File: src/mem_port_pkg.sv
package mem_port_pkg;

    // byte address on both the client side and the burst bus
    typedef logic [31:0] addr_t;

    // one beat of the burst memory bus
    typedef logic [63:0] beat_t;

    // a whole cache line, beat k sits at bits 64k+63 down to 64k
    typedef logic [255:0] line_t;

    // which beat of a line is on the bus
    typedef logic [1:0] beat_idx_t;

    localparam int LINE_BEATS       = 4;  // beats per line
    localparam int LINE_OFFSET_BITS = 5;  // byte offset within a line

    // arbiter and burst sequencer states
    typedef enum logic [2:0] {
        ST_IDLE,      // waiting for a request
        ST_RD_REQ,    // one-cycle read strobe to memory
        ST_RD_WAIT,   // collecting read beats
        ST_WR_BURST,  // driving the four write beats
        ST_WR_WAIT,   // waiting for write ack
        ST_DONE       // client resp cycle
    } arb_state_t;

endpackage : mem_port_pkg

File: src/beat_counter.sv
`timescale 1ns/1ns

module beat_counter (
    input  logic                     clk,
    input  logic                     rst,
    input  logic                     clear_i,
    input  logic                     advance_i,
    output mem_port_pkg::beat_idx_t  beat_idx_o,
    output logic                     last_beat_o
);
    import mem_port_pkg::*;

    beat_idx_t count_q;

    // wraps at LINE_BEATS through the width of beat_idx_t
    always_ff @(posedge clk) begin
        if (rst) begin
            count_q <= '0;
        end else if (clear_i) begin
            count_q <= '0;  // clear wins over advance
        end else if (advance_i) begin
            count_q <= count_q + beat_idx_t'(1);
        end
    end

    assign beat_idx_o  = count_q;
    assign last_beat_o = (count_q == beat_idx_t'(LINE_BEATS - 1));

endmodule : beat_counter

File: src/line_arbiter.sv
`timescale 1ns/1ns

module line_arbiter (
    input  logic                 clk,
    input  logic                 rst,
    input  logic                 i_read_i,
    input  logic                 d_read_i,
    input  logic                 d_write_i,
    input  mem_port_pkg::addr_t  i_addr_i,
    input  mem_port_pkg::addr_t  d_addr_i,
    input  logic                 last_beat_i,
    input  logic                 bmem_resp_i,
    output logic                 beat_clear_o,
    output logic                 beat_advance_o,
    output logic                 capture_en_o,
    output mem_port_pkg::addr_t  bmem_address_o,
    output logic                 bmem_read_o,
    output logic                 bmem_write_o,
    output logic                 i_resp_o,
    output logic                 d_resp_o
);
    import mem_port_pkg::*;

    arb_state_t state_q;
    arb_state_t state_d;
    logic       grant_data_q;  // side in flight, doubles as last served
    logic       grant_data_d;
    addr_t      addr_q;        // aligned line address of the winner
    addr_t      sel_addr;
    logic       i_req;
    logic       d_req;
    logic       pick_data;

    assign i_req = i_read_i;
    assign d_req = d_read_i | d_write_i;

    // on a tie the side not served last wins
    assign pick_data = d_req & (~i_req | ~grant_data_q);
    assign sel_addr  = pick_data ? d_addr_i : i_addr_i;

    always_comb begin
        state_d        = state_q;
        grant_data_d   = grant_data_q;
        beat_advance_o = 1'b0;
        capture_en_o   = 1'b0;
        case (state_q)
            ST_IDLE: begin
                if (i_req || d_req) begin
                    grant_data_d = pick_data;
                    if (pick_data && d_write_i) begin
                        state_d = ST_WR_BURST;
                    end else begin
                        state_d = ST_RD_REQ;
                    end
                end
            end
            ST_RD_REQ: begin
                state_d = ST_RD_WAIT;  // strobe lasts one cycle
            end
            ST_RD_WAIT: begin
                if (bmem_resp_i) begin
                    capture_en_o   = 1'b1;
                    beat_advance_o = 1'b1;
                    if (last_beat_i) begin
                        state_d = ST_DONE;
                    end
                end
            end
            ST_WR_BURST: begin
                beat_advance_o = 1'b1;  // one beat per cycle, no stalls
                if (last_beat_i) begin
                    state_d = ST_WR_WAIT;
                end
            end
            ST_WR_WAIT: begin
                if (bmem_resp_i) begin
                    state_d = ST_DONE;
                end
            end
            ST_DONE: begin
                state_d = ST_IDLE;  // requester drops its request here
            end
            default: begin
                state_d = ST_IDLE;
            end
        endcase
    end

    always_ff @(posedge clk) begin
        if (rst) begin
            state_q      <= ST_IDLE;
            grant_data_q <= 1'b1;  // instruction wins the first tie
        end else begin
            state_q      <= state_d;
            grant_data_q <= grant_data_d;
        end
    end

    always_ff @(posedge clk) begin
        if (state_q == ST_IDLE && (i_req || d_req)) begin
            addr_q <= {sel_addr[$bits(addr_t)-1:LINE_OFFSET_BITS], {LINE_OFFSET_BITS{1'b0}}};
        end
    end

    assign beat_clear_o   = (state_q == ST_IDLE);  // counter starts each burst at 0
    assign bmem_address_o = addr_q;
    assign bmem_read_o    = (state_q == ST_RD_REQ);
    assign bmem_write_o   = (state_q == ST_WR_BURST);
    assign i_resp_o       = (state_q == ST_DONE) & ~grant_data_q;
    assign d_resp_o       = (state_q == ST_DONE) & grant_data_q;

endmodule : line_arbiter

File: src/line_buffer.sv
`timescale 1ns/1ns

module line_buffer (
    input  logic                     clk,
    input  logic                     rst,
    input  logic                     capture_en_i,
    input  mem_port_pkg::beat_idx_t  beat_idx_i,
    input  mem_port_pkg::beat_t      bmem_rdata_i,
    input  mem_port_pkg::line_t      wr_line_i,
    output mem_port_pkg::line_t      rd_line_o,
    output mem_port_pkg::beat_t      bmem_wdata_o
);
    import mem_port_pkg::*;

    localparam int BEAT_BITS = $bits(beat_t);

    line_t line_q;                  // read line being assembled
    beat_t wr_beats [LINE_BEATS];   // write line split into beats

    // read path, one beat slot per memory resp
    always_ff @(posedge clk) begin
        if (rst) begin
            line_q <= '0;
        end else if (capture_en_i) begin
            line_q[beat_idx_i*BEAT_BITS +: BEAT_BITS] <= bmem_rdata_i;
        end
    end

    assign rd_line_o = line_q;

    // write path, beat 0 at the low end
    always_comb begin
        for (int k = 0; k < LINE_BEATS; k++) begin
            wr_beats[k] = wr_line_i[k*BEAT_BITS +: BEAT_BITS];
        end
    end

    assign bmem_wdata_o = wr_beats[beat_idx_i];

endmodule : line_buffer

File: src/mem_port.sv
`timescale 1ns/1ns

module mem_port (
    input  logic                 clk,
    input  logic                 rst,
    // instruction side, read only
    input  logic                 i_read_i,
    input  mem_port_pkg::addr_t  i_addr_i,
    output mem_port_pkg::line_t  i_rdata_o,
    output logic                 i_resp_o,
    // data side
    input  logic                 d_read_i,
    input  logic                 d_write_i,
    input  mem_port_pkg::addr_t  d_addr_i,
    input  mem_port_pkg::line_t  d_wdata_i,
    output mem_port_pkg::line_t  d_rdata_o,
    output logic                 d_resp_o,
    // burst memory bus
    output mem_port_pkg::addr_t  bmem_address_o,
    output logic                 bmem_read_o,
    output logic                 bmem_write_o,
    output mem_port_pkg::beat_t  bmem_wdata_o,
    input  mem_port_pkg::beat_t  bmem_rdata_i,
    input  logic                 bmem_resp_i
);
    import mem_port_pkg::*;

    logic      beat_clear;
    logic      beat_advance;
    logic      capture_en;
    logic      last_beat;
    beat_idx_t beat_idx;
    line_t     rd_line;

    line_arbiter line_arbiter_i (
        .clk            (clk),
        .rst            (rst),
        .i_read_i       (i_read_i),
        .d_read_i       (d_read_i),
        .d_write_i      (d_write_i),
        .i_addr_i       (i_addr_i),
        .d_addr_i       (d_addr_i),
        .last_beat_i    (last_beat),
        .bmem_resp_i    (bmem_resp_i),
        .beat_clear_o   (beat_clear),
        .beat_advance_o (beat_advance),
        .capture_en_o   (capture_en),
        .bmem_address_o (bmem_address_o),
        .bmem_read_o    (bmem_read_o),
        .bmem_write_o   (bmem_write_o),
        .i_resp_o       (i_resp_o),
        .d_resp_o       (d_resp_o)
    );

    beat_counter beat_counter_i (
        .clk         (clk),
        .rst         (rst),
        .clear_i     (beat_clear),
        .advance_i   (beat_advance),
        .beat_idx_o  (beat_idx),
        .last_beat_o (last_beat)
    );

    line_buffer line_buffer_i (
        .clk          (clk),
        .rst          (rst),
        .capture_en_i (capture_en),
        .beat_idx_i   (beat_idx),
        .bmem_rdata_i (bmem_rdata_i),
        .wr_line_i    (d_wdata_i),     // only the data side writes
        .rd_line_o    (rd_line),
        .bmem_wdata_o (bmem_wdata_o)
    );

    // shared read line, valid with the matching resp
    assign i_rdata_o = rd_line;
    assign d_rdata_o = rd_line;

endmodule : mem_port

File: config.mk
export PLATFORM = sky130hd
export DESIGN_NAME = mem_port
export DESIGN_NICKNAME = d
export VERILOG_FILES = /design/src/mem_port_pkg.sv /design/src/beat_counter.sv /design/src/line_arbiter.sv /design/src/line_buffer.sv /design/src/mem_port.sv
export SDC_FILE = /design/constraint.sdc
export NUM_CORES = 1
export LEC_CHECK = 0
export ABC_AREA = 1
export BUFFER_PORTS_ARGS = -buffer_cell sky130_fd_sc_hd__clkbuf_2
export CAP_MARGIN = 20
export CELL_PAD_IN_SITES_DETAIL_PLACEMENT = 1
export CELL_PAD_IN_SITES_GLOBAL_PLACEMENT = 1
export CORE_AREA = 3 3 392 394
export DETAILED_ROUTE_END_ITERATION = 10
export DIE_AREA = 0 0 395 397
export GPL_ROUTABILITY_DRIVEN = 0
export GPL_TIMING_DRIVEN = 0
export PLACE_DENSITY_LB_ADDON = 0.1
export SYNTH_ARGS = -nofsm -noshare
export SYNTH_HDL_FRONTEND = slang
export SYNTH_SLANG_ARGS = --single-unit
File: constraint.sdc
create_clock -name clk -period 4.4 [get_ports clk]
set_input_delay 0.88 -clock clk [delete_from_list [all_inputs] [get_ports clk]]
set_output_delay 0.88 -clock clk [all_outputs]
set_load 0.01 [all_outputs]
==> key figures, run 1 <==
Global routing
  – Congestion Overflow GR: 0
  – First-pass GRT wire length: 176500 um
  – Largest net degree at the start of global routing: 21
  – Antenna violations before repair: 35
  – Number of global-route vias before repair: 21.02k
  – GRT Total Usage: 16.21%

Worst hold path
  – Worst Hold Class: reg2reg
  – Worst Min Path Start: line_buffer_i.rd_line_o[84]

Yosys
  – Syn_area_per_cell: 6.732 um2
  – Cell variety after synth: 28
  – Synth Cell Area: 16090 um2
  – Yosys reg bits: 289
  – YS warnings: 0
  – Register area share after synthesis: 37.64%
  – Mapped Cells: 2390

Worst setup path
  – CP max FO: 11
  – Buf+Inv Stages, Crit Path: 4
  – Startpoint types: register
  – Max incr delay on CP: 570 ps
  – Critical path's slowest cell: dfxtp_2
  – Setup crit start: beat_counter_i.beat_idx_o[0]
  – Top delay family on crit path: buffers and inverters
  – Setup crit end kind: primary output
  – Req. time, crit path: 3520 ps
  – Type of the worst setup path: reg2out
  – Critical R2R Launch: beat_counter_i.beat_idx_o[1]
  – WP data arrival: 3260 ps
  – Critical path, cell by cell: buf_4, buf_2, clkbuf_1, nor2_1, o22ai_1, clkbuf_2

Pwr
  – PwrDens: 413.1 nW/um2
  – Tot Pwr: 10.37 mW
  – Worst IR drop on VDD: 237.3 uV
  – Leak: 11.89 nW

Placement
  – Number of port buffers: 985
  – Placed inst area: 23640 um2
  – Cells after DPL: 5399
  – Post-DP HPWL: 112500 um

STA
  – Total Neg Setup Slack: 0 ps
  – Fmax: 241.4 MHz
  – Crit path time final: 4142 ps
  – Count of pins over their slew limit: 0
  – Rel. slew slack: 25.09%
  – Worst Skew: 22.17 ps
  – Final setup vio count: 0
  – Crit share post-route: 94.14%
  – RSZ-0062 raised after global routing: false
  – Worst-margin pin slew: 1124 ps
  – Final hold slack: 480.2 ps
  – Fin. Hold Viols: 0

Drt
  – Wire per inst: 23.98 um
  – 1st-iter DRT viols: 685
  – Vias per Instance: 3.562
  – Drt pass-1 iters: 5
  – DRT antenna net count: 0
  – Total routed wirelength: 131500 um
  – Residual DRC: 0
  – DR vias: 19.54k

Die
  – Core Area: 150100 um2
  – DIE WIDTH: 395 um
  – DIE AREA: 156800 um2
  – Placement Rows: 142
  – Initial Utilization: 10.72%
  – I/O pins: 1002
  – Vert. Die Dim: 397 um

Finish
  – NumNets Final: 3825
  – Synthesis-to-layout area growth: 56.03%
  – Post-Layout Cell Count: 5485
  – Design area: 25100 um2
  – FF+latch area: 6057 um2
  – Ratio of cells with drive above 1 in the final layout: 40.20%
  – Fillers: 18.51k
  – Multi-input logic area: 6880 um2

Clock network
  – CTS tree: done
  – H-Tree Depth: 2
  – # clock sinks: 289
  – Root buffer cell: clkbuf_16
  – Number of buffers created by CTS: 44
  – Clock transition at path regs: 60 ps
  – CTS Buffer Depth: 3
  – Post-CTS setup buffers: 0
  – Worst skew pair latency: 610 ps

Status
  – Status: finished clean

Run
  – Max cap viols: 0
==> path summary, 6_finish.rpt <==
path | endpoint | slack, ps | cells after the start
max | bmem_wdata_o[45] | 260 | 6
min | line_buffer_i.rd_line_o[84] | 480 | 2
max reg2reg | line_buffer_i.rd_line_o[164] | 520 | 12
min reg2reg | line_buffer_i.rd_line_o[84] | 480 | 2
==> cells by family (layout without fill, tap and decap cells) <==
kind of cell	count (synthesis)	count (layout)	synth area share, %
AND/OR/NAND/NOR	1113	1113	28.29
buffers and inverters	551	1612	19.69
AO/OA/AOI/OAI	430	430	13.89
flip-flops	289	289	37.64
adder cells (fa/ha/maj)	6	6	0.4666
other	1	19	0.02331
==> final cells by class <==
cell class | count | share of cell area [%]
Timing Repair Buffer | 989 | 19.98
Inverter | 117 | 1.749
Multi-Input combinational cell | 1554 | 27.41
Buffer | 434 | 10.89
Antenna cell | 14 | 0.1396
Sequential cell | 289 | 24.13
Clock inverter | 7 | 0.3987
Tap cell | 2016 | 10.05
Clock buffer | 65 | 5.268
==> metrics by stage <==
step	utilization, %	setup slack [ps]
floorplan	-	2129
global placement	15.69	40.75
CTS	16.70	64.32
detailed placement	15.75	32.29
global route	16.70	40.98
finish	16.72	257.9
==> report_power, final <==
part | internal [mW] | switching, mW | leakage, nW | total, mW
logic | 1.12 | 2.47 | 8.81 | 3.59
registers | 2.95 | 0.207 | 2.38 | 3.16
clock network | 2.18 | 1.44 | 0.703 | 3.62
total | 6.25 | 4.12 | 11.9 | 10.4
==> cells in the final DEF (no fill, tap or decap), types with 27 or more instances in the layout <==
cell type | netlist | routed
dfxtp_1 | 262 | 261
nor3b_1 | 35 | 35
nor2_1 | 425 | 425
clkbuf_2 | 0 | 986
a21oi_1 | 207 | 207
inv_1 | 111 | 111
edfxtp_1 | 27 | 27
o21ai_0 | 153 | 153
nand3_1 | 151 | 151
clkbuf_1 | 103 | 111
clkbuf_16 | 0 | 46
buf_4 | 275 | 276
buf_2 | 48 | 47
o22ai_1 | 64 | 64
nand2_1 | 483 | 483
==> state kept, by name, indices dropped and copies added, names as in the netlist <==
name	flops
line_buffer_i.rd_line_o	256
line_arbiter_i.bmem_address_o	27
line_arbiter_i.state_q	3
beat_counter_i.beat_idx_o	2
line_arbiter_i.grant_data_q	1
==> per-layer routing <==
layer | track usage (%) | vias to the layer above | routed length (um) | part of all wire (%)
li1 | - | 9535 | - | -
met1 | 19.02 | 9206 | 54340 | 41
met2 | 29.61 | 663 | 66810 | 51
met3 | 3.954 | 116 | 7400 | 5.6
met4 | 3.512 | 16 | 2843 | 2.2
met5 | 0 | - | 109 | 0.083
==> worst reg2reg max path, cell delays in order (launching register included) <==
cell and delay (ps):
dfxtp_1 430, inv_1 120, clkbuf_1 410, clkbuf_1 630, ha_1 410, inv_1 120
nand4_1 570, clkinv_1 470, buf_2 320, nand2_1 100, nand2_1 70, nand2_1 70
nor2_1 40
==> cell usage after synthesis <==
master	number	area share [%]
nand2_1	483	11
nor2_1	425	9.9
buf_4	275	13
dfxtp_1	262	33
a21oi_1	207	6.4
o21ai_0	153	4.8
nand3_1	151	4.7
inv_1	111	2.6
clkbuf_1	103	2.4
o22ai_1	64	2.5
buf_2	48	1.5
nor3b_1	35	1.6
edfxtp_1	27	5.0
nor3_1	10	0.31
buf_1	7	0.16
ha_1	6	0.47
inv_2	5	0.12
o21ai_1	5	0.16
nand2_2	3	0.12
nand4_1	2	0.078
a21boi_0	1	0.047
buf_6	1	0.070
clkinv_1	1	0.023
conb_1	1	0.023
nand3_2	1	0.062
nand3b_1	1	0.047
nor2_2	1	0.039
nor2_8	1	0.12
==> repair_timing <==
action,4_1_cts,5_1_grt
pin swaps,0,0
setup endpoints to repair,59,1
gates resized for setup,2,3
hold buffers,0,0
Note: power is estimated with default switching activity, not from simulation.
==> inputs of run 2 (changes only) <==
--- a/config.mk
+++ b/config.mk
@@ -15,7 +15,7 @@
 export DIE_AREA = 0 0 395 397
 export GPL_ROUTABILITY_DRIVEN = 0
 export GPL_TIMING_DRIVEN = 0
-export PLACE_DENSITY_LB_ADDON = 0.1
+export PLACE_DENSITY = 0.48
 export SYNTH_ARGS = -nofsm -noshare
 export SYNTH_HDL_FRONTEND = slang
 export SYNTH_SLANG_ARGS = --single-unit
==> run 2 against run 1 <==
  * Die area did not move
  * Critical endpoint is now bmem_wdata_o[59]
  * Highest routed layer unchanged
  * Worst setup slack got worse by 130 ps
  * Maximum frequency down 3.1%
  * Via count grew 4.3%
  * Critical path type unchanged
  * Sequential share of layout area fell by 0.11 points
  * Register-to-register slack worse by 50 ps
  * Clock skew fell by 2.7 ps
  * Critical path depth increased by 1
  * Final cell count up 0.16%
==> key figures, run 2 (same netlist as run 1, synthesis figures left out) <==
Clock network
  – CTS tree: done
  – Clock transition at path regs: 50 ps (about the same)
  – CTS Buffer Depth: 3 (unchanged)
  – # clock sinks: 289 (unchanged)
  – Worst skew pair latency: 600 ps (about the same)
  – H-Tree Depth: 2 (unchanged)
  – Number of buffers created by CTS: 43 (-2.3%)
  – Cts hold-fix bufs: 0 (unchanged)
  – Root buffer cell: clkbuf_16
  – Post-CTS setup buffers: 0 (unchanged)

STA
  – Count of pins over their slew limit: 0 (unchanged)
  – Fin. Hold Viols: 0 (unchanged)
  – Worst-margin pin slew: 1084 ps (-39.18 ps)
  – Final hold slack: 480.4 ps (+0.2570 ps)
  – Crit path time final: 4277 ps (+134.5 ps)
  – RSZ-0062 raised after global routing: false
  – Crit share post-route: 97.19% (+3.1 points)
  – Rel. slew slack: 27.70% (+2.6 points)
  – Worst Skew: 19.52 ps (-2.655 ps)
  – Fmax: 233.8 MHz (-3.1%)
  – Final setup vio count: 0 (unchanged)
  – Final worst slack: 123.4 ps (-134.5 ps)

Drt
  – DRT antenna net count: 0 (unchanged)
  – Drt pass-1 iters: 5 (unchanged)
  – Wire per inst: 25.11 um (+4.7%)
  – Residual DRC: 0 (unchanged)
  – DR vias: 20.38k (+4.3%)
  – 1st-iter DRT viols: 934 (+36%)
  – Vias per Instance: 3.710 (+4.2%)
  – Total routed wirelength: 137900 um (+4.9%)

Global routing
  – Number of global-route vias before repair: 21.08k (+0.27%)
  – Met2 Use GR: 30.41% (+0.80 points)
  – First-pass GRT wire length: 182700 um (+3.5%)
  – GRT Total Usage: 16.91% (+0.70 points)
  – Antenna violations before repair: 34 (-2.9%)
  – Most Used Layer, Global Route: met2
  – Congestion Overflow GR: 0 (unchanged)
  – Largest net degree at the start of global routing: 21 (unchanged)
  – Met1 usage: 20.28% (+1.3 points)
  – Met3 Resource Use GR: 3.664% (-0.29 points)

Finish
  – Synthesis-to-layout area growth: 56.75%
  – Post-Layout Cell Count: 5494 (+0.16%)
  – Most frequent cells in the layout: 992 x clkbuf_2, 483 x nand2_1, 425 x nor2_1
  – Commonest non-fill, non-tap cell in the layout: clkbuf_2
  – Max reg flops: 256 (unchanged)
  – Design area: 25220 um2 (+0.46%)
  – NumNets Final: 3826 (+0.026%)
  – Ratio of cells with drive above 1 in the final layout: 40.61% (+0.41 points)

Worst setup path
  – Critical path's slowest cell: clkbuf_1
  – WP data arrival: 3400 ps (+140 ps)
  – Req. time, crit path: 3520 ps (about the same)
  – CP max FO: 10 (-1)
  – Startpoint types: register
  – Setup crit end kind: primary output
  – Critical path, cell by cell: inv_1, clkbuf_1, clkbuf_1, buf_8, o21ai_0, o22ai_1, clkbuf_2
  – Type of the worst setup path: reg2out
  – Most common cell on crit path: clkbuf_1
  – Max incr delay on CP: 510 ps (-60 ps)

Placement
  – Pre-CTS setup slack: -563.9 ps (-596.2 ps)
  – Cells after DPL: 5401 (+0.037%)
  – Number of port buffers: 985 (unchanged)
  – Post-DP HPWL: 119000 um (+5.8%)
  – Placed inst area: 23660 um2 (about the same)

Pwr
  – PwrDens: 425.2 nW/um2 (+2.9%)
  – Leak: 11.95 nW (+0.56%)
  – Tot Pwr: 10.72 mW (+3.4%)
  – Worst IR drop on VDD: 187.0 uV (-21%)

Die
  – Placement Rows: 142 (unchanged)
  – Vert. Die Dim: 397 um (unchanged)
  – I/O pins: 1002 (unchanged)
  – DIE WIDTH: 395 um (unchanged)
  – Initial Utilization: 10.72% (unchanged)
  – DIE AREA: 156800 um2 (unchanged)
  – Core Area: 150100 um2 (unchanged)

Worst hold path
  – Worst Hold Class: reg2reg

Status
  – Status: finished clean

Run
  – Max cap viols: 0 (unchanged)
run 2: stage by stage:
stage	utilization [%]	TNS [ps]
4_1_cts	16.77	0
6_report	16.80	0
3_5_place_dp	15.76	-1216
5_1_grt	16.78	0
3_3_place_gp	15.69	-5839
2_1_floorplan	-	0
run 2: critical path, delay by kind of cell (launching register included):
family,cells,cell delay [ps]
buf+inv,5,1580
compound gates,2,750
flops,1,450
run 2: path summary, 6_finish.rpt:
path,startpoint,to,slack (ps),depth (start not counted)
hold / removal,line_buffer_i.rd_line_o[97],line_buffer_i.rd_line_o[97],480,2
hold reg to reg,line_buffer_i.rd_line_o[97],line_buffer_i.rd_line_o[97],480,2
setup / recovery,beat_counter_i.beat_idx_o[1],bmem_wdata_o[59],120,7
setup reg to reg,beat_counter_i.beat_idx_o[1],line_buffer_i.rd_line_o[121],470,10
run 2: what timing repair did:
| item | CTS | global route |
|---|---|---|
| hold endpoints to repair | 0 | 0 |
| setup endpoints to repair | 55 | 3 |
| resized for setup | 10 | 4 |
run 2: power breakdown:
part	switching, mW	internal, mW
logic	2.66	1.13
registers	0.208	2.95
clock network	1.49	2.29
total	4.36	6.36
run 2: layer usage:
layer,vias to the layer above,wire length [um]
met2,797,68490
met4,22,3874
met5,-,154
li1,9542,-
met3,154,7721
met1,9869,57690
run 2: layout make-up:
class,instances,area (um2)
Fill cell,18626,124900
Multi-Input combinational cell,1554,6893
Sequential cell,289,6057
Timing Repair Buffer,991,5032
Buffer,434,2741
Tap cell,2016,2522
Clock buffer,57,1200
Inverter,117,439.2
Clock inverter,20,294.0
Antenna cell,16,40.04
==> inputs of run 3 (changes only) <==
--- a/config.mk
+++ b/config.mk
@@ -5,17 +5,17 @@
 export SDC_FILE = /design/constraint.sdc
 export NUM_CORES = 1
 export LEC_CHECK = 0
-export ABC_AREA = 1
+export ABC_AREA = 0
 export BUFFER_PORTS_ARGS = -buffer_cell sky130_fd_sc_hd__clkbuf_2
 export CAP_MARGIN = 20
 export CELL_PAD_IN_SITES_DETAIL_PLACEMENT = 1
 export CELL_PAD_IN_SITES_GLOBAL_PLACEMENT = 1
-export CORE_AREA = 3 3 392 394
+export CORE_AREA = 3 3 394 396
 export DETAILED_ROUTE_END_ITERATION = 10
-export DIE_AREA = 0 0 395 397
+export DIE_AREA = 0 0 397 399
 export GPL_ROUTABILITY_DRIVEN = 0
 export GPL_TIMING_DRIVEN = 0
-export PLACE_DENSITY = 0.48
+export PLACE_DENSITY = 0.44
 export SYNTH_ARGS = -nofsm -noshare
 export SYNTH_HDL_FRONTEND = slang
 export SYNTH_SLANG_ARGS = --single-unit
==> run 3 against run 2 <==
  * Combinational power down 69%
  * Highest routed layer unchanged
  * First-iteration DRC count down 20%
  * Clock power down 11%
  * Die area up 1.0%
  * Core utilization down 1.4 points
  * Design area down 7.2%
  * Clock-buffer cell count down 4
  * Critical path type is now reg2reg
  * Synthesized cell count down 33%
  * Largest power group is now clock
  * Critical path depth up 2
  * Sequential cell count unchanged
  * Hold slack worse by 8.4 ps
==> key figures, run 3 <==
Yosys
  – Most numerous cell in the Yosys netlist: buf_4
  – Synth Flop Type: dfxtp_1
  – YS warnings: 0 (unchanged)
  – Register area share after synthesis: 41.91% (+4.3 points)
  – Cell variety after synth: 38 (+36%)
  – Top-area cell type share of the netlist area: 36.30% (+3.7 points)
  – Synth top cells by count: 265 x buf_4, 264 x nand2_1, 262 x dfxtp_1, 257 x a21oi_1, 256 x nand3_1
  – Mapped Cells: 1599 (-33%)
  – Synth area leaders: dfxtp_1 36%, buf_4 14%, mux4_2 10%
  – Cell taking the most area after synthesis: dfxtp_1
  – Async S/R FF share, synth: 0% (unchanged)
  – EDFF count, synth: 27 (unchanged)
  – Syn_area_per_cell: 9.037 um2 (+34%)
  – Yosys reg bits: 289 (unchanged)
  – Synth Cell Area: 14450 um2 (-10%)

STA
  – Rel. slew slack: 29.50% (+1.8 points)
  – Final setup vio count: 0 (unchanged)
  – Worst-margin pin slew: 1057 ps (-26.99 ps)
  – RSZ-0062 raised after global routing: false
  – Final hold slack: 472.0 ps (-8.399 ps)
  – Fin. Hold Viols: 0 (unchanged)
  – Fmax: 254.2 MHz (+8.7%)
  – Total Neg Setup Slack: 0 ps (unchanged)
  – Crit path time final: 3934 ps (-342.7 ps)
  – Crit share post-route: 89.41% (-7.8 points)
  – Count of pins over their slew limit: 0 (unchanged)
  – Worst Skew: 31.46 ps (+11.95 ps)

Worst setup path
  – Reg2reg path depth: 9 (-1)
  – WP data arrival: 4430 ps (+1030 ps)
  – Setup crit end kind: register
  – Type of the worst setup path: reg2reg
  – Critical path's slowest cell: buf_2
  – Startpoint types: register
  – CP max FO: 10 (unchanged)
  – Max incr delay on CP: 630 ps (+120 ps)
  – Critical path, cell by cell: clkbuf_2, clkdlybuf4s15_2, inv_1, ha_1, nor4b_2, buf_2, buf_1, nand3_1, a21oi_1
  – Req. time, crit path: 4890 ps (+1370 ps)

Pwr
  – Sw power: 2.137 mW (-51%)
  – Tot Pwr: 7.322 mW (-32%)
  – Internal: 5.185 mW (-18%)
  – Clock power frac: 46.0% (+11 points)
  – Comb pwr share: 15.9% (-19 points)
  – PwrDens: 312.7 nW/um2 (-26%)
  – Sw frac: 29.18% (-12 points)
  – Leak: 10.33 nW (-14%)
  – Seq pwr share: 38.1% (+8.7 points)
  – Worst IR drop on VDD: 210.0 uV (+12%)

Clock network
  – Cts repair resizes: 5 (-5)
  – CTS Buffer Depth: 3 (unchanged)
  – Number of buffers created by CTS: 39 (-9.3%)
  – # clock sinks: 289 (unchanged)
  – CTS tree: done
  – Root buffer cell: clkbuf_16
  – Cts hold-fix bufs: 0 (unchanged)
  – Clock transition at path regs: 60 ps (about the same)
  – Worst skew pair latency: 580 ps (-20 ps)
  – H-Tree Depth: 2 (unchanged)
  – Post-CTS setup buffers: 0 (unchanged)

Drt
  – DR vias: 16.39k (-20%)
  – Residual DRC: 0 (unchanged)
  – Vias per Instance: 3.472 (-6.4%)
  – 1st-iter DRT viols: 751 (-20%)
  – Total routed wirelength: 131700 um (-4.5%)
  – DRT antenna net count: 0 (unchanged)
  – Wire per inst: 27.90 um (+11%)
  – Drt pass-1 iters: 6 (+1)

Worst hold path
  – Worst Hold Path Cells: 2 (unchanged)
  – Worst Hold Class: reg2reg

Die
  – Initial Utilization: 9.513% (-1.2 points)
  – I/O pins: 1002 (unchanged)
  – DIE WIDTH: 397 um (+0.51%)
  – Placement Rows: 143 (+0.70%)
  – DIE AREA: 158400 um2 (+1.0%)
  – Vert. Die Dim: 399 um (+0.50%)
  – Core Area: 151900 um2 (+1.2%)

Finish
  – Most frequent cells in the layout: 992 x clkbuf_2, 265 x buf_4, 264 x nand2_1
  – Ratio of cells with drive above 1 in the final layout: 55.50% (+15 points)
  – Fillers: 18.38k (-1.3%)
  – Design area: 23410 um2 (-7.2%)
  – Commonest non-fill, non-tap cell in the layout: clkbuf_2
  – NumNets Final: 3030 (-21%)
  – Post-Layout Cell Count: 4720 (-14%)
  – Synthesis-to-layout area growth: 62.02%
  – Max reg flops: 256 (unchanged)

Global routing
  – Met3 Resource Use GR: 6.801% (+3.1 points)
  – Number of global-route vias before repair: 16.79k (-20%)
  – First-pass GRT wire length: 167100 um (-8.6%)
  – Met2 Use GR: 29.11% (-1.3 points)
  – Largest net degree at the start of global routing: 28 (+33%)
  – Most Used Layer, Global Route: met2
  – GRT Total Usage: 15.91% (-1.0 points)
  – Congestion Overflow GR: 0 (unchanged)
  – Met1 usage: 15.62% (-4.7 points)
  – Antenna violations before repair: 86 (+150%)

Placement
  – Post-DP HPWL: 112100 um (-5.8%)
  – Cells after DPL: 4624 (-14%)
  – Number of port buffers: 986 (+0.10%)
  – Placed inst area: 22020 um2 (-6.9%)

Run
  – Max cap viols: 0 (unchanged)

Status
  – Status: finished clean
[run 3: worst paths after layout]
| kind | end | slack (ps) | from |
|---|---|---|---|
| worst max-delay path | line_buffer_i.rd_line_o[143] | 470 | beat_counter_i.beat_idx_o[1] |
| worst min-delay path | line_buffer_i.rd_line_o[166] | 470 | line_buffer_i.rd_line_o[166] |
| worst max register to register | line_buffer_i.rd_line_o[143] | 470 | beat_counter_i.beat_idx_o[1] |
| worst min register to register | line_buffer_i.rd_line_o[166] | 470 | line_buffer_i.rd_line_o[166] |
[run 3: per-stage QoR]
step / worst slack (ps) / utilization (%)
after global routing: 87.63 / 15.39
final: 466.1 / 15.41
after detailed placement: -586.1 / 14.50
after floorplan: 1791 / -
after CTS: 226.5 / 15.37
after global placement: -632.3 / 14.44
[run 3: cells by family after synthesis]
kind of cell,after synthesis,share of synthesized area [%]
AO/OA/AOI/OAI,266,9.377
AND/OR/NAND/NOR,552,17.26
other,1,0.02595
multiplexers,93,12.22
flip-flops,289,41.91
buffers and inverters,392,18.69
adder cells (fa/ha/maj),6,0.5195
[run 3: cell type report]
| cell class | instances | area [um2] | share of cell area [%] |
|---|---|---|---|
| sequential | 289 | 6056 | 25.87 |
| multi-input combinational | 922 | 5720 | 24.43 |
| timing repair buffer | 991 | 4999 | 21.35 |
| buffer | 389 | 2705 | 11.55 |
| tap | 2030 | 2540 | 10.85 |
| clock buffer | 53 | 1100 | 4.697 |
| clock inverter | 17 | 217.7 | 0.9299 |
| antenna | 27 | 67.56 | 0.2886 |
| inverter | 2 | 7.507 | 0.03206 |
[run 3: metal layers]
metal  up-vias  wire (um)
li1       7399          -
met3       246      12970
met1      7924      44780
met4        22       6111
met2       797      67690
met5         -        144
[run 3: power groups by stage]
stage / sequential [mW] / clock [mW] / combinational (mW)
global route: 2.80 / 3.61 / 1.25
detailed placement: 2.85 / 0 / 1.20
CTS: 2.79 / 3.54 / 1.20
global placement: 2.85 / 0 / 1.20
finish: 2.79 / 3.37 / 1.16
floorplan: 2.86 / 0 / 0.462
[run 3: worst max-delay path: cells and delay by family (launching register included)]
family | cells | cell delay, ps
compound gates | 1 | 160
fa+ha+maj | 1 | 510
buf+inv | 5 | 2230
flops | 1 | 510
simple gates | 2 | 420
